**config.mk**
```make
export PLATFORM = sky130hd
export DESIGN_NAME = rv_exec_top
export DESIGN_NICKNAME = d
export VERILOG_FILES = /design/src/logic/rv_core_pkg.sv /design/src/logic/instr_apb_port.sv /design/src/logic/instr_fifo.sv /design/src/logic/rv_decode.sv /design/src/logic/rv_execute.sv /design/src/logic/rv_exec_top.sv
export SDC_FILE = /design/constraint.sdc
export NUM_CORES = 2
export LEC_CHECK = 0
export CAP_MARGIN = 20
export CELL_PAD_IN_SITES_DETAIL_PLACEMENT = 1
export CELL_PAD_IN_SITES_GLOBAL_PLACEMENT = 2
export CORE_AREA = 2 2 298 594
export DETAILED_ROUTE_END_ITERATION = 10
export DIE_AREA = 0 0 300 596
export DONT_BUFFER_PORTS = 1
export GPL_TIMING_DRIVEN = 0
export PLACE_DENSITY = 0.87
export SYNTH_ARGS = -nofsm -noshare
export SYNTH_HDL_FRONTEND = slang
export SYNTH_SLANG_ARGS = --single-unit
```
**constraint.sdc**
```tcl
create_clock -name clk -period 9.4 [get_ports clk]
set_input_delay 1.41 -clock clk [delete_from_list [all_inputs] [get_ports clk]]
set_output_delay 1.41 -clock clk [all_outputs]
set_load 0.05 [all_outputs]
```
**src/logic/rv_core_pkg.sv**
```systemverilog
//////////////////////////////////////////////////
// Shared types and constants for the RV32I execution
// subsystem. Imported by every RTL module.
//////////////////////////////////////////////////

`default_nettype none

package rv_core_pkg;

    typedef logic        [31:0] word_t;           // Instruction or data word.
    typedef logic signed [31:0] signed_word_t;    // Immediate after sign extension.
    typedef logic        [4:0]  register_index_t; // Register number x0..x31.
    typedef logic        [6:0]  funct7_t;
    typedef logic        [2:0]  funct3_t;

    // RV32I base opcodes, bits [6:0] of the word.
    typedef enum logic [6:0] {
        OPCODE_LOAD   = 7'b0000011,
        OPCODE_OP_IMM = 7'b0010011,
        OPCODE_AUIPC  = 7'b0010111,
        OPCODE_STORE  = 7'b0100011,
        OPCODE_OP     = 7'b0110011,
        OPCODE_LUI    = 7'b0110111,
        OPCODE_BRANCH = 7'b1100011,
        OPCODE_JALR   = 7'b1100111,
        OPCODE_JAL    = 7'b1101111,
        OPCODE_SYSTEM = 7'b1110011
    } base_opcode_t;

    localparam funct3_t FUNCT3_ADD_SUB = 3'b000;
    localparam funct3_t FUNCT3_SLL     = 3'b001;
    localparam funct3_t FUNCT3_SLT     = 3'b010;
    localparam funct3_t FUNCT3_SLTU    = 3'b011;
    localparam funct3_t FUNCT3_XOR     = 3'b100;
    localparam funct3_t FUNCT3_SRL_SRA = 3'b101;
    localparam funct3_t FUNCT3_OR      = 3'b110;
    localparam funct3_t FUNCT3_AND     = 3'b111;
    localparam funct3_t FUNCT3_DEFAULT = 3'b000; // SYSTEM with no CSR access.

    localparam funct7_t FUNCT7_SUB_SRA = 7'b0100000;

    // I-type immediates that select the SYSTEM instruction.
    localparam signed_word_t IMM_ECALL  = 32'sh000;
    localparam signed_word_t IMM_EBREAK = 32'sh001;
    localparam signed_word_t IMM_MRET   = 32'sh302;

    typedef enum logic [3:0] {
        ALU_NOP,
        ALU_ADD,
        ALU_SUB,
        ALU_SLT,
        ALU_SLTU,
        ALU_AND,
        ALU_OR,
        ALU_XOR,
        ALU_SLL,
        ALU_SRL,
        ALU_SRA
    } alu_fn_t;

    // Decoder output.
    typedef struct packed {
        register_index_t rd;
        register_index_t rs1;
        register_index_t rs2;
        signed_word_t    imm;
        funct3_t         funct3;
        alu_fn_t         alu_fn;
        logic            use_pc;    // Operand A is the pc.
        logic            use_imm;   // Operand B is the immediate.
        logic            has_rd;
        logic            is_load;
        logic            is_store;
        logic            is_jump;
        logic            is_branch;
        logic            is_mret;
        logic            is_trap;   // ECALL or EBREAK.
    } instruction_t;

    // One retired instruction.
    typedef struct packed {
        word_t           pc;
        register_index_t rd;
        word_t           value;     // Written value, or 0.
        logic            wrote;
        logic            trap;
    } retire_t;

endpackage

`default_nettype wire

```
**src/logic/instr_apb_port.sv**
```systemverilog
//////////////////////////////////////////////////
// APB slave that feeds instruction words into the FIFO.
// INSTR at 0x0 pushes a word, STATUS at 0x4 reports the
// FIFO level and full flag.
//////////////////////////////////////////////////

`timescale 1ns/100ps
`default_nettype none

module instr_apb_port
    import rv_core_pkg::*;
#(
    parameter int FIFO_DEPTH = 4
) (
    input  wire logic                        clk,
    input  wire logic                        rst_n,
    input  wire logic                        psel,
    input  wire logic                        penable,
    input  wire logic                        pwrite,
    input  wire logic [3:0]                  paddr,
    input  wire word_t                       pwdata,
    input  wire logic                        full,
    input  wire logic [$clog2(FIFO_DEPTH):0] level,
    output word_t                            prdata,
    output logic                             pready,
    output logic                             pslverr,
    output logic                             push,
    output word_t                            push_data
);

    localparam int LEVEL_W = $clog2(FIFO_DEPTH) + 1;

    localparam logic [3:0] ADDR_INSTR  = 4'h0;
    localparam logic [3:0] ADDR_STATUS = 4'h4;

    typedef enum logic [1:0] {
        ACC_NONE,
        ACC_INSTR,
        ACC_STATUS,
        ACC_ERR
    } access_kind_t;

    access_kind_t kind_d;
    access_kind_t kind_q;  // Kind latched in the setup phase.
    logic         access;  // Access phase of a transfer.
    word_t        status;

    // Address and direction decode.
    always_comb begin
        if (paddr == ADDR_INSTR && pwrite) begin
            kind_d = ACC_INSTR;
        end else if (paddr == ADDR_STATUS && !pwrite) begin
            kind_d = ACC_STATUS;
        end else begin
            kind_d = ACC_ERR;
        end
    end

    always_ff @(posedge clk or negedge rst_n) begin
        if (!rst_n) begin
            kind_q <= ACC_NONE;
        end else if (psel && !penable) begin
            kind_q <= kind_d;
        end
    end

    assign access = psel && penable;
    assign status = {full, {(31 - LEVEL_W){1'b0}}, level};

    // A full FIFO stalls an INSTR write until a slot frees.
    assign pready    = !(access && kind_q == ACC_INSTR && full);
    assign pslverr   = access && kind_q == ACC_ERR;
    assign push      = access && kind_q == ACC_INSTR && !full; // One push per transfer.
    assign push_data = pwdata;
    assign prdata    = (access && kind_q == ACC_STATUS) ? status : '0;

endmodule

`default_nettype wire

```
**src/logic/instr_fifo.sv**
```systemverilog
//////////////////////////////////////////////////
// Synchronous FIFO of instruction words. Depth must be
// a power of two; head shows the oldest word.
//////////////////////////////////////////////////

`timescale 1ns/100ps
`default_nettype none

module instr_fifo
    import rv_core_pkg::*;
#(
    parameter int FIFO_DEPTH = 4
) (
    input  wire logic                        clk,
    input  wire logic                        rst_n,
    input  wire logic                        push,
    input  wire word_t                       push_data,
    input  wire logic                        pop,
    output word_t                            head,
    output logic                             empty,
    output logic                             full,
    output logic [$clog2(FIFO_DEPTH):0]      level
);

    localparam int ADDR_W = $clog2(FIFO_DEPTH);

    word_t             mem [FIFO_DEPTH];
    logic [ADDR_W-1:0] wr_ptr;
    logic [ADDR_W-1:0] rd_ptr;
    logic [ADDR_W:0]   count;
    logic              do_push;
    logic              do_pop;

    assign do_push = push && !full;
    assign do_pop  = pop && !empty;

    always_ff @(posedge clk) begin
        if (do_push) begin
            mem[wr_ptr] <= push_data;
        end
    end

    always_ff @(posedge clk or negedge rst_n) begin
        if (!rst_n) begin
            wr_ptr <= '0;
            rd_ptr <= '0;
            count  <= '0;
        end else begin
            if (do_push) wr_ptr <= wr_ptr + 1'b1; // Pointers wrap at the power of two.
            if (do_pop)  rd_ptr <= rd_ptr + 1'b1;
            case ({do_push, do_pop})
                2'b10:   count <= count + 1'b1;
                2'b01:   count <= count - 1'b1;
                default: count <= count;         // Both or neither.
            endcase
        end
    end

    assign head  = mem[rd_ptr];
    assign empty = (count == '0);
    assign full  = (count == FIFO_DEPTH[ADDR_W:0]);
    assign level = count;

endmodule

`default_nettype wire

```
**src/logic/rv_decode.sv**
```systemverilog
//////////////////////////////////////////////////
// Combinational RV32I decoder. Slices one word into
// fields, immediate, ALU function and class flags.
//////////////////////////////////////////////////

`timescale 1ns/100ps
`default_nettype none

module rv_decode
    import rv_core_pkg::*;
(
    input  wire word_t  data,
    output instruction_t instr
);

    base_opcode_t    opcode;
    funct7_t         funct7;
    funct3_t         funct3;
    register_index_t rd;
    register_index_t rs1;
    register_index_t rs2;
    signed_word_t    imm;
    alu_fn_t         alu_fn;
    logic            is_system;
    logic            is_sub_sra; // funct7 selects SUB or SRA.

    assign opcode = base_opcode_t'(data[6:0]);
    assign rd     = data[11:7];
    assign funct3 = data[14:12];
    assign rs1    = data[19:15];
    assign rs2    = data[24:20];
    assign funct7 = data[31:25];

    assign is_system  = (opcode == OPCODE_SYSTEM) && (funct3 == FUNCT3_DEFAULT);
    assign is_sub_sra = (funct7 == FUNCT7_SUB_SRA);

    // Immediate per format, sign bit is always data[31].
    always_comb begin
        unique case (opcode)
            OPCODE_OP:                 imm = '0;
            OPCODE_LUI, OPCODE_AUIPC:  imm = {data[31:12], 12'b0};                       // U.
            OPCODE_STORE:              imm = {{20{data[31]}}, data[31:25], data[11:7]};  // S.
            OPCODE_BRANCH:             imm = {{20{data[31]}}, data[7], data[30:25],
                                              data[11:8], 1'b0};                         // B.
            OPCODE_JAL:                imm = {{12{data[31]}}, data[19:12], data[20],
                                              data[30:21], 1'b0};                        // J.
            default:                   imm = {{20{data[31]}}, data[31:20]};              // I.
        endcase
    end

    always_comb begin
        alu_fn = ALU_ADD; // Address and pc arithmetic.
        if (opcode == OPCODE_LUI) begin
            alu_fn = ALU_NOP;
        end else if (opcode == OPCODE_OP || opcode == OPCODE_OP_IMM) begin
            case (funct3)
                FUNCT3_ADD_SUB: alu_fn = (opcode == OPCODE_OP && is_sub_sra) ? ALU_SUB : ALU_ADD;
                FUNCT3_SLL:     alu_fn = ALU_SLL;
                FUNCT3_SLT:     alu_fn = ALU_SLT;
                FUNCT3_SLTU:    alu_fn = ALU_SLTU;
                FUNCT3_XOR:     alu_fn = ALU_XOR;
                FUNCT3_SRL_SRA: alu_fn = is_sub_sra ? ALU_SRA : ALU_SRL;
                FUNCT3_OR:      alu_fn = ALU_OR;
                default:        alu_fn = ALU_AND;
            endcase
        end
    end

    always_comb begin
        instr           = '0;
        instr.rd        = rd;
        instr.rs1       = rs1;
        instr.rs2       = rs2;
        instr.imm       = imm;
        instr.funct3    = funct3;
        instr.alu_fn    = alu_fn;
        instr.use_pc    = (opcode == OPCODE_AUIPC) || (opcode == OPCODE_JAL)
                          || (opcode == OPCODE_BRANCH);
        instr.use_imm   = (opcode != OPCODE_OP);
        instr.has_rd    = (opcode != OPCODE_BRANCH) && (opcode != OPCODE_STORE) && (rd != '0);
        instr.is_load   = (opcode == OPCODE_LOAD);
        instr.is_store  = (opcode == OPCODE_STORE);
        instr.is_jump   = (opcode == OPCODE_JAL) || (opcode == OPCODE_JALR);
        instr.is_branch = (opcode == OPCODE_BRANCH);
        instr.is_mret   = is_system && (imm == IMM_MRET);
        instr.is_trap   = is_system && (imm == IMM_ECALL || imm == IMM_EBREAK);
    end

endmodule

`default_nettype wire

```
**src/logic/rv_execute.sv**
```systemverilog
//////////////////////////////////////////////////
// Execution unit. Pops one word per cycle, runs the ALU
// on the register file and emits a retire record.
//////////////////////////////////////////////////

`timescale 1ns/100ps
`default_nettype none

module rv_execute
    import rv_core_pkg::*;
(
    input  wire logic  clk,
    input  wire logic  rst_n,
    input  wire word_t head,
    input  wire logic  empty,
    output logic       pop,
    output logic       retire_valid,
    output retire_t    retire
);

    instruction_t instr;
    base_opcode_t opcode;
    word_t        regs [32];
    word_t        pc;
    word_t        rs1_val;
    word_t        rs2_val;
    word_t        op_a;
    word_t        op_b;
    word_t        result;
    logic [4:0]   shamt;
    logic         is_alu_op;
    logic         reg_we;

    rv_decode rv_decode_inst (
        .data  (head),
        .instr (instr)
    );

    assign pop = !empty; // Never stalls.

    assign opcode    = base_opcode_t'(head[6:0]);
    assign is_alu_op = (opcode == OPCODE_OP) || (opcode == OPCODE_OP_IMM)
                       || (opcode == OPCODE_LUI) || (opcode == OPCODE_AUIPC);
    assign reg_we    = pop && is_alu_op && instr.has_rd;

    // x0 reads as zero.
    assign rs1_val = (instr.rs1 == '0) ? '0 : regs[instr.rs1];
    assign rs2_val = (instr.rs2 == '0) ? '0 : regs[instr.rs2];

    assign op_a  = instr.use_pc  ? pc : rs1_val;
    assign op_b  = instr.use_imm ? word_t'(instr.imm) : rs2_val;
    assign shamt = op_b[4:0];

    always_comb begin
        case (instr.alu_fn)
            ALU_NOP:  result = word_t'(instr.imm); // LUI.
            ALU_ADD:  result = op_a + op_b;
            ALU_SUB:  result = op_a - op_b;
            ALU_SLT:  result = {31'b0, $signed(op_a) < $signed(op_b)};
            ALU_SLTU: result = {31'b0, op_a < op_b};
            ALU_AND:  result = op_a & op_b;
            ALU_OR:   result = op_a | op_b;
            ALU_XOR:  result = op_a ^ op_b;
            ALU_SLL:  result = op_a << shamt;
            ALU_SRL:  result = op_a >> shamt;
            ALU_SRA:  result = word_t'($signed(op_a) >>> shamt);
            default:  result = '0;
        endcase
    end

    // Register file, cleared on reset.
    always_ff @(posedge clk or negedge rst_n) begin
        if (!rst_n) begin
            for (int i = 0; i < 32; i++) begin
                regs[i] <= '0;
            end
        end else if (reg_we) begin
            regs[instr.rd] <= result;
        end
    end

    always_ff @(posedge clk or negedge rst_n) begin
        if (!rst_n) begin
            pc           <= '0;
            retire_valid <= 1'b0;
        end else begin
            retire_valid <= pop;
            if (pop) pc <= pc + 32'd4;
        end
    end

    // Retire payload, qualified by retire_valid.
    always_ff @(posedge clk) begin
        if (pop) begin
            retire.pc    <= pc;
            retire.rd    <= instr.rd;
            retire.value <= reg_we ? result : '0;
            retire.wrote <= reg_we;
            retire.trap  <= instr.is_trap;
        end
    end

endmodule

`default_nettype wire

```
**src/logic/rv_exec_top.sv**
```systemverilog
//////////////////////////////////////////////////
// Top level. APB port feeds the instruction FIFO, which
// feeds the execution unit; retire records come out.
//////////////////////////////////////////////////

`timescale 1ns/100ps
`default_nettype none

module rv_exec_top
    import rv_core_pkg::*;
#(
    parameter int FIFO_DEPTH = 4
) (
    input  wire logic       clk,
    input  wire logic       rst_n,
    input  wire logic       psel,
    input  wire logic       penable,
    input  wire logic       pwrite,
    input  wire logic [3:0] paddr,
    input  wire word_t      pwdata,
    output word_t           prdata,
    output logic            pready,
    output logic            pslverr,
    output logic            retire_valid,
    output retire_t         retire
);

    logic                        push;
    word_t                       push_data;
    logic                        pop;
    word_t                       head;
    logic                        empty;
    logic                        full;
    logic [$clog2(FIFO_DEPTH):0] level;

    instr_apb_port #(
        .FIFO_DEPTH (FIFO_DEPTH)
    ) instr_apb_port_inst (
        .clk       (clk),
        .rst_n     (rst_n),
        .psel      (psel),
        .penable   (penable),
        .pwrite    (pwrite),
        .paddr     (paddr),
        .pwdata    (pwdata),
        .full      (full),
        .level     (level),
        .prdata    (prdata),
        .pready    (pready),
        .pslverr   (pslverr),
        .push      (push),
        .push_data (push_data)
    );

    instr_fifo #(
        .FIFO_DEPTH (FIFO_DEPTH)
    ) instr_fifo_inst (
        .clk       (clk),
        .rst_n     (rst_n),
        .push      (push),
        .push_data (push_data),
        .pop       (pop),
        .head      (head),
        .empty     (empty),
        .full      (full),
        .level     (level)
    );

    rv_execute rv_execute_inst (
        .clk          (clk),
        .rst_n        (rst_n),
        .head         (head),
        .empty        (empty),
        .pop          (pop),
        .retire_valid (retire_valid),
        .retire       (retire)
    );

endmodule

`default_nettype wire

```
==> impl_metrics.tcl, run 1 <==
set metrics [dict create \
    std_cell_rows 217 \
    yosysUniqueCellTypes 112 \
    syn_avg_cell_area_um2 10.3 \
    die_w_um 300 \
    cts_buffer_depth 3 \
    status "stopped before the end" \
    tool.error "[ERROR GRT-0116] Global routing finished with congestion. Check the congestion regions in the DRC Viewer." \
    async_flop_share_pct 84.4 \
    fp.dieH_um 596 \
    yosysSeqAreaShare_pct 43.6 \
    ys_ff_latch 1261 \
    cts_buffers 120 \
    grt_first_pass_wirelength_um 892000 \
    failing_step "global routing (5_1_grt)" \
    port_buffers 0 \
    holdBufCountCts 0 \
    overflow 838 \
    grt_pass1_vias 87800 \
    io_pins 147 \
    grt_usage_pct 71.2 \
    initial_core_util_pct 42.8 \
    cts-htree-levels 3 \
    synthFlopType "dfrtp_1" \
    yosysWarnings 0 \
    synth_edf_count 197 \
    synth_top_area_share_pct 35.7 \
    grt_max_degree 197 \
    yosys.cell_count.top_type "dfrtp_1" \
    ys_top_cells_by_area "dfrtp_1 36%, mux2i_1 11%, mux4_2 9.7%" \
    post_dp_cell_area_um2 79300 \
    cts.sinks 1261 \
    ys_top_cells_by_count "1064 x dfrtp_1, 852 x mux2i_1, 830 x nand2_1" \
    dp_hpwl_um 400000 \
    yosys.area.top_type "dfrtp_1" \
    synth_area_um2 74600 \
    cts_root_buf "clkbuf_16" \
    place.gp.congestion 1.16 \
    syn_inst 7257 \
]
==> per-stage QoR <==
step / setup WS, ps / cells
2_1_floorplan: 1590 / 7286
3_3_place_gp: -5740 / 9585
3_5_place_dp: -3430 / 9688
4_1_cts: 0.968 / 9926
==> cell families after synthesis <==
| kind of cell | share of synthesized area [%] |
|---|---|
| AO/OA/AOI/OAI | 15.1 |
| XOR/XNOR | 0.552 |
| adder cells (fa/ha/maj) | 1.89 |
| buffers and inverters | 5.12 |
| flip-flops | 43.6 |
| multiplexers | 23.0 |
| other | 0.00503 |
| AND/OR/NAND/NOR | 10.7 |
==> per-layer routing <==
metal | GRT overflow | global-route usage, %
met1 | 5 | 70.3
met2 | 435 | 91.0
met3 | 9 | 51.7
met4 | 389 | 72.5
met5 | 0 | 22.4
==> timing repair <==
item                                    in CTS
cloned                                       0
pin swaps                                   15
gates resized for setup                    182
endpoints found under the setup margin     959
endpoints found under the hold margin        0
buffers inserted                            15
==> inputs of run 2 (changes only) <==
--- a/config.mk
+++ b/config.mk
@@ -6,14 +6,12 @@
 export NUM_CORES = 2
 export LEC_CHECK = 0
 export CAP_MARGIN = 20
-export CELL_PAD_IN_SITES_DETAIL_PLACEMENT = 1
-export CELL_PAD_IN_SITES_GLOBAL_PLACEMENT = 2
-export CORE_AREA = 2 2 298 594
+export CORE_AREA = 2 2 435 437
 export DETAILED_ROUTE_END_ITERATION = 10
-export DIE_AREA = 0 0 300 596
+export DIE_AREA = 0 0 437 439
 export DONT_BUFFER_PORTS = 1
 export GPL_TIMING_DRIVEN = 0
-export PLACE_DENSITY = 0.87
+export PLACE_DENSITY_LB_ADDON = 0.15
 export SYNTH_ARGS = -nofsm -noshare
 export SYNTH_HDL_FRONTEND = slang
 export SYNTH_SLANG_ARGS = --single-unit
==> run 2 against run 1 <==
  * The flow now finishes, with violations (setup timing)
  * Area after synthesis unchanged
  * Synthesized cell count is the same
==> impl_metrics.tcl, run 2 <==
set metrics [dict create \
    synth_area_um2 74600 \
    die-area_um2 192000 \
    initial_core_util_pct 39.9 \
    area_delta_synth_final_pct 14.9 \
    cp_slowest_stage_delay_ps 1200 \
    port_buffers 0 \
    grt_pass1_vias 65600 \
    rr_startpoint "instr_fifo_inst.rd_ptr[1]" \
    yosysWarnings 0 \
    crit_family "compound AO/OA/AOI/OAI gates" \
    syn_inst 7257 \
    cts_buffer_depth 3 \
    overflow 0 \
    drive_above_1_share_pct 17.1 \
    fin_ws_ps -160 \
    die_w_um 437 \
    rrSetupSlack_ps -160 \
    cts_root_buf "clkbuf_16" \
    routedWlPerCell_um 45.4 \
    setup_violations 64 \
    ys_top_cells_by_count "1064 x dfrtp_1, 852 x mux2i_1, 830 x nand2_1" \
    cts_buffers 149 \
    grt_usage_pct 47.3 \
    drc_errors 0 \
    reg.largest.list "rv_execute_inst.regs x1024, instr_fifo_inst.mem x128, rv_execute_inst.retire x69" \
    min_period_ps 9560 \
    antenna_found_initial 34 \
    end_kind "flop" \
    worstPathArrival_ps 10120 \
    place.gp.congestion 1.07 \
    maxCapViolCount 0 \
    nNetsFinal 7726 \
    worst-endpoint-required_ps 9960 \
    ys_ff_latch 1261 \
    violations "setup timing" \
    status "finished with violations" \
    fp.dieH_um 439 \
    first_iter_violations 10700 \
    viasPerCell 6.91 \
    clk_latency_ps 880 \
    critPathKind "flop to flop" \
    cts_tree "done" \
    regMostFlops "rv_execute_inst.regs" \
    worst_pin_slew_ps 1380 \
    syn_avg_cell_area_um2 10.3 \
    drtAntennaViolNets 0 \
    grt_first_pass_wirelength_um 609000 \
    yosysSeqAreaShare_pct 43.6 \
    drt_wl_total_um 464000 \
    synthFlopType "dfrtp_1" \
    grt_max_degree 1065 \
    fmax_ghz 0.105 \
    cp-startpoint "instr_fifo_inst.rd_ptr[1]" \
    synth_top_area_share_pct 35.7 \
    yosysUniqueCellTypes 112 \
    rsz0062_at_grt "no" \
    core_area_um2 187000 \
    final_core_util_pct 45.8 \
    yosys.cell_count.top_type "dfrtp_1" \
    mostFrequentLayoutCells "1064 x dfrtp_1, 848 x mux2i_1, 830 x nand2_1" \
    cts.sinks 1261 \
    finalHoldViolCount 0 \
    cts-htree-levels 4 \
    slew_viol_final 0 \
    cts.clk_slew.worst_paths_ps 60 \
    crit_fanout 10 \
    firstDrtPassIters 10 \
    hp-class "primary input to async pin" \
    cp_cell_sequence "buf_2, buf_2, buf_2, buf_2, mux4_2, a31oi_1, nand3_1, clkdlybuf4s15_1, a21oi_1, a211o_1, inv_1, mux2i_1, a2bb2oi_1, a21oi_1, o211ai_1, a21oi_1, buf_6, clkbuf_2, a21oi_1" \
    finClkSkew_ps 75.7 \
    dp_hpwl_um 344000 \
    largest_register_ffs 1024 \
    std_cell_rows 159 \
    final.period_utilization_pct 102 \
    cp_num_buf_inv 8 \
    synth_edf_count 197 \
    vias 70600 \
    startpoint_type "flop" \
    async_flop_share_pct 84.4 \
    worst_path_max_delay_cell "a21oi_1" \
    holdBufCountCts 0 \
    yosys.area.top_type "dfrtp_1" \
    ys_top_cells_by_area "dfrtp_1 36%, mux2i_1 11%, mux4_2 9.7%" \
    io_pins 147 \
    max_slew_margin_pct 8.15 \
    final_common_cell "dfrtp_1" \
]
==> run 2: cell counts after synthesis <==
Identical to the previous run, type by type.
==> run 2: cell families after synthesis <==
| group | synth area share (%) |
|---|---|
| compound gates | 15.1 |
| buf+inv | 5.12 |
| simple gates | 10.7 |
| other cells | 0.00503 |
| fa+ha+maj | 1.89 |
| flops | 43.6 |
| xor+xnor | 0.552 |
| mux | 23.0 |
==> run 2: layout make-up <==
type                    count  area (µm²)
clock buffers             217        4310
well taps                2495        3120
inverters                 120         453
flip-flops and latches   1261       32500
clock inverters            51         693
repair buffers            145        1950
diodes                     28        70.1
fillers                 18000      101000
plain buffers             690        3620
multi-input cells        5207       38900
==> run 2: repair_timing <==
| item | 4_1_cts | 5_1_grt |
|---|---|---|
| pin swaps | 8 | 10 |
| gates cloned | 0 | 0 |
| setup buffers | 12 | 17 |
| setup endpoints to repair | 938 | 676 |
| resized for setup | 111 | 89 |
==> run 2: layer usage <==
metal	GRT usage (%)	vias to the layer above	wire length (µm)	share of wire (%)
li1	-	27200	-	-
met1	56.5	36100	165000	36
met2	66.8	5713	191000	41
met3	19.2	1537	60500	13
met4	39.0	30	46500	10
met5	0	-	314	0.068
==> run 2: path summary, 6_finish.rpt <==
check,endpoint,depth (start not counted)
max reg2reg,rv_execute_inst.retire[28],19
min reg2reg,rv_execute_inst.regs[1010],1
max in group asynchronous,rv_execute_inst.pc[2],3
min,rv_execute_inst.regs[610],0
max,rv_execute_inst.retire[28],19
min in group clk,rv_execute_inst.regs[1010],1
==> run 2: stage by stage <==
step / area, µm² / std cells / TNS, ps / setup WS (ps) / hold WS (ps)
floorplan: 74700 / 7286 / 0 / 1590 / 445
global placement: 77800 / 9781 / -2808490 / -4560 / 456
detailed placement: 79400 / 9884 / -1207700 / -2550 / 469
finish: 85700 / 10200 / -3370 / -160 / 268
CTS: 85000 / 10200 / 0 / 16.2 / 308
global route: 85600 / 10200 / 0 / 1.50 / 250
Power of run 2 is left out: the tool's default activity adds up to more than one toggle a clock period on the data nets, which glitch-free logic cannot reach.
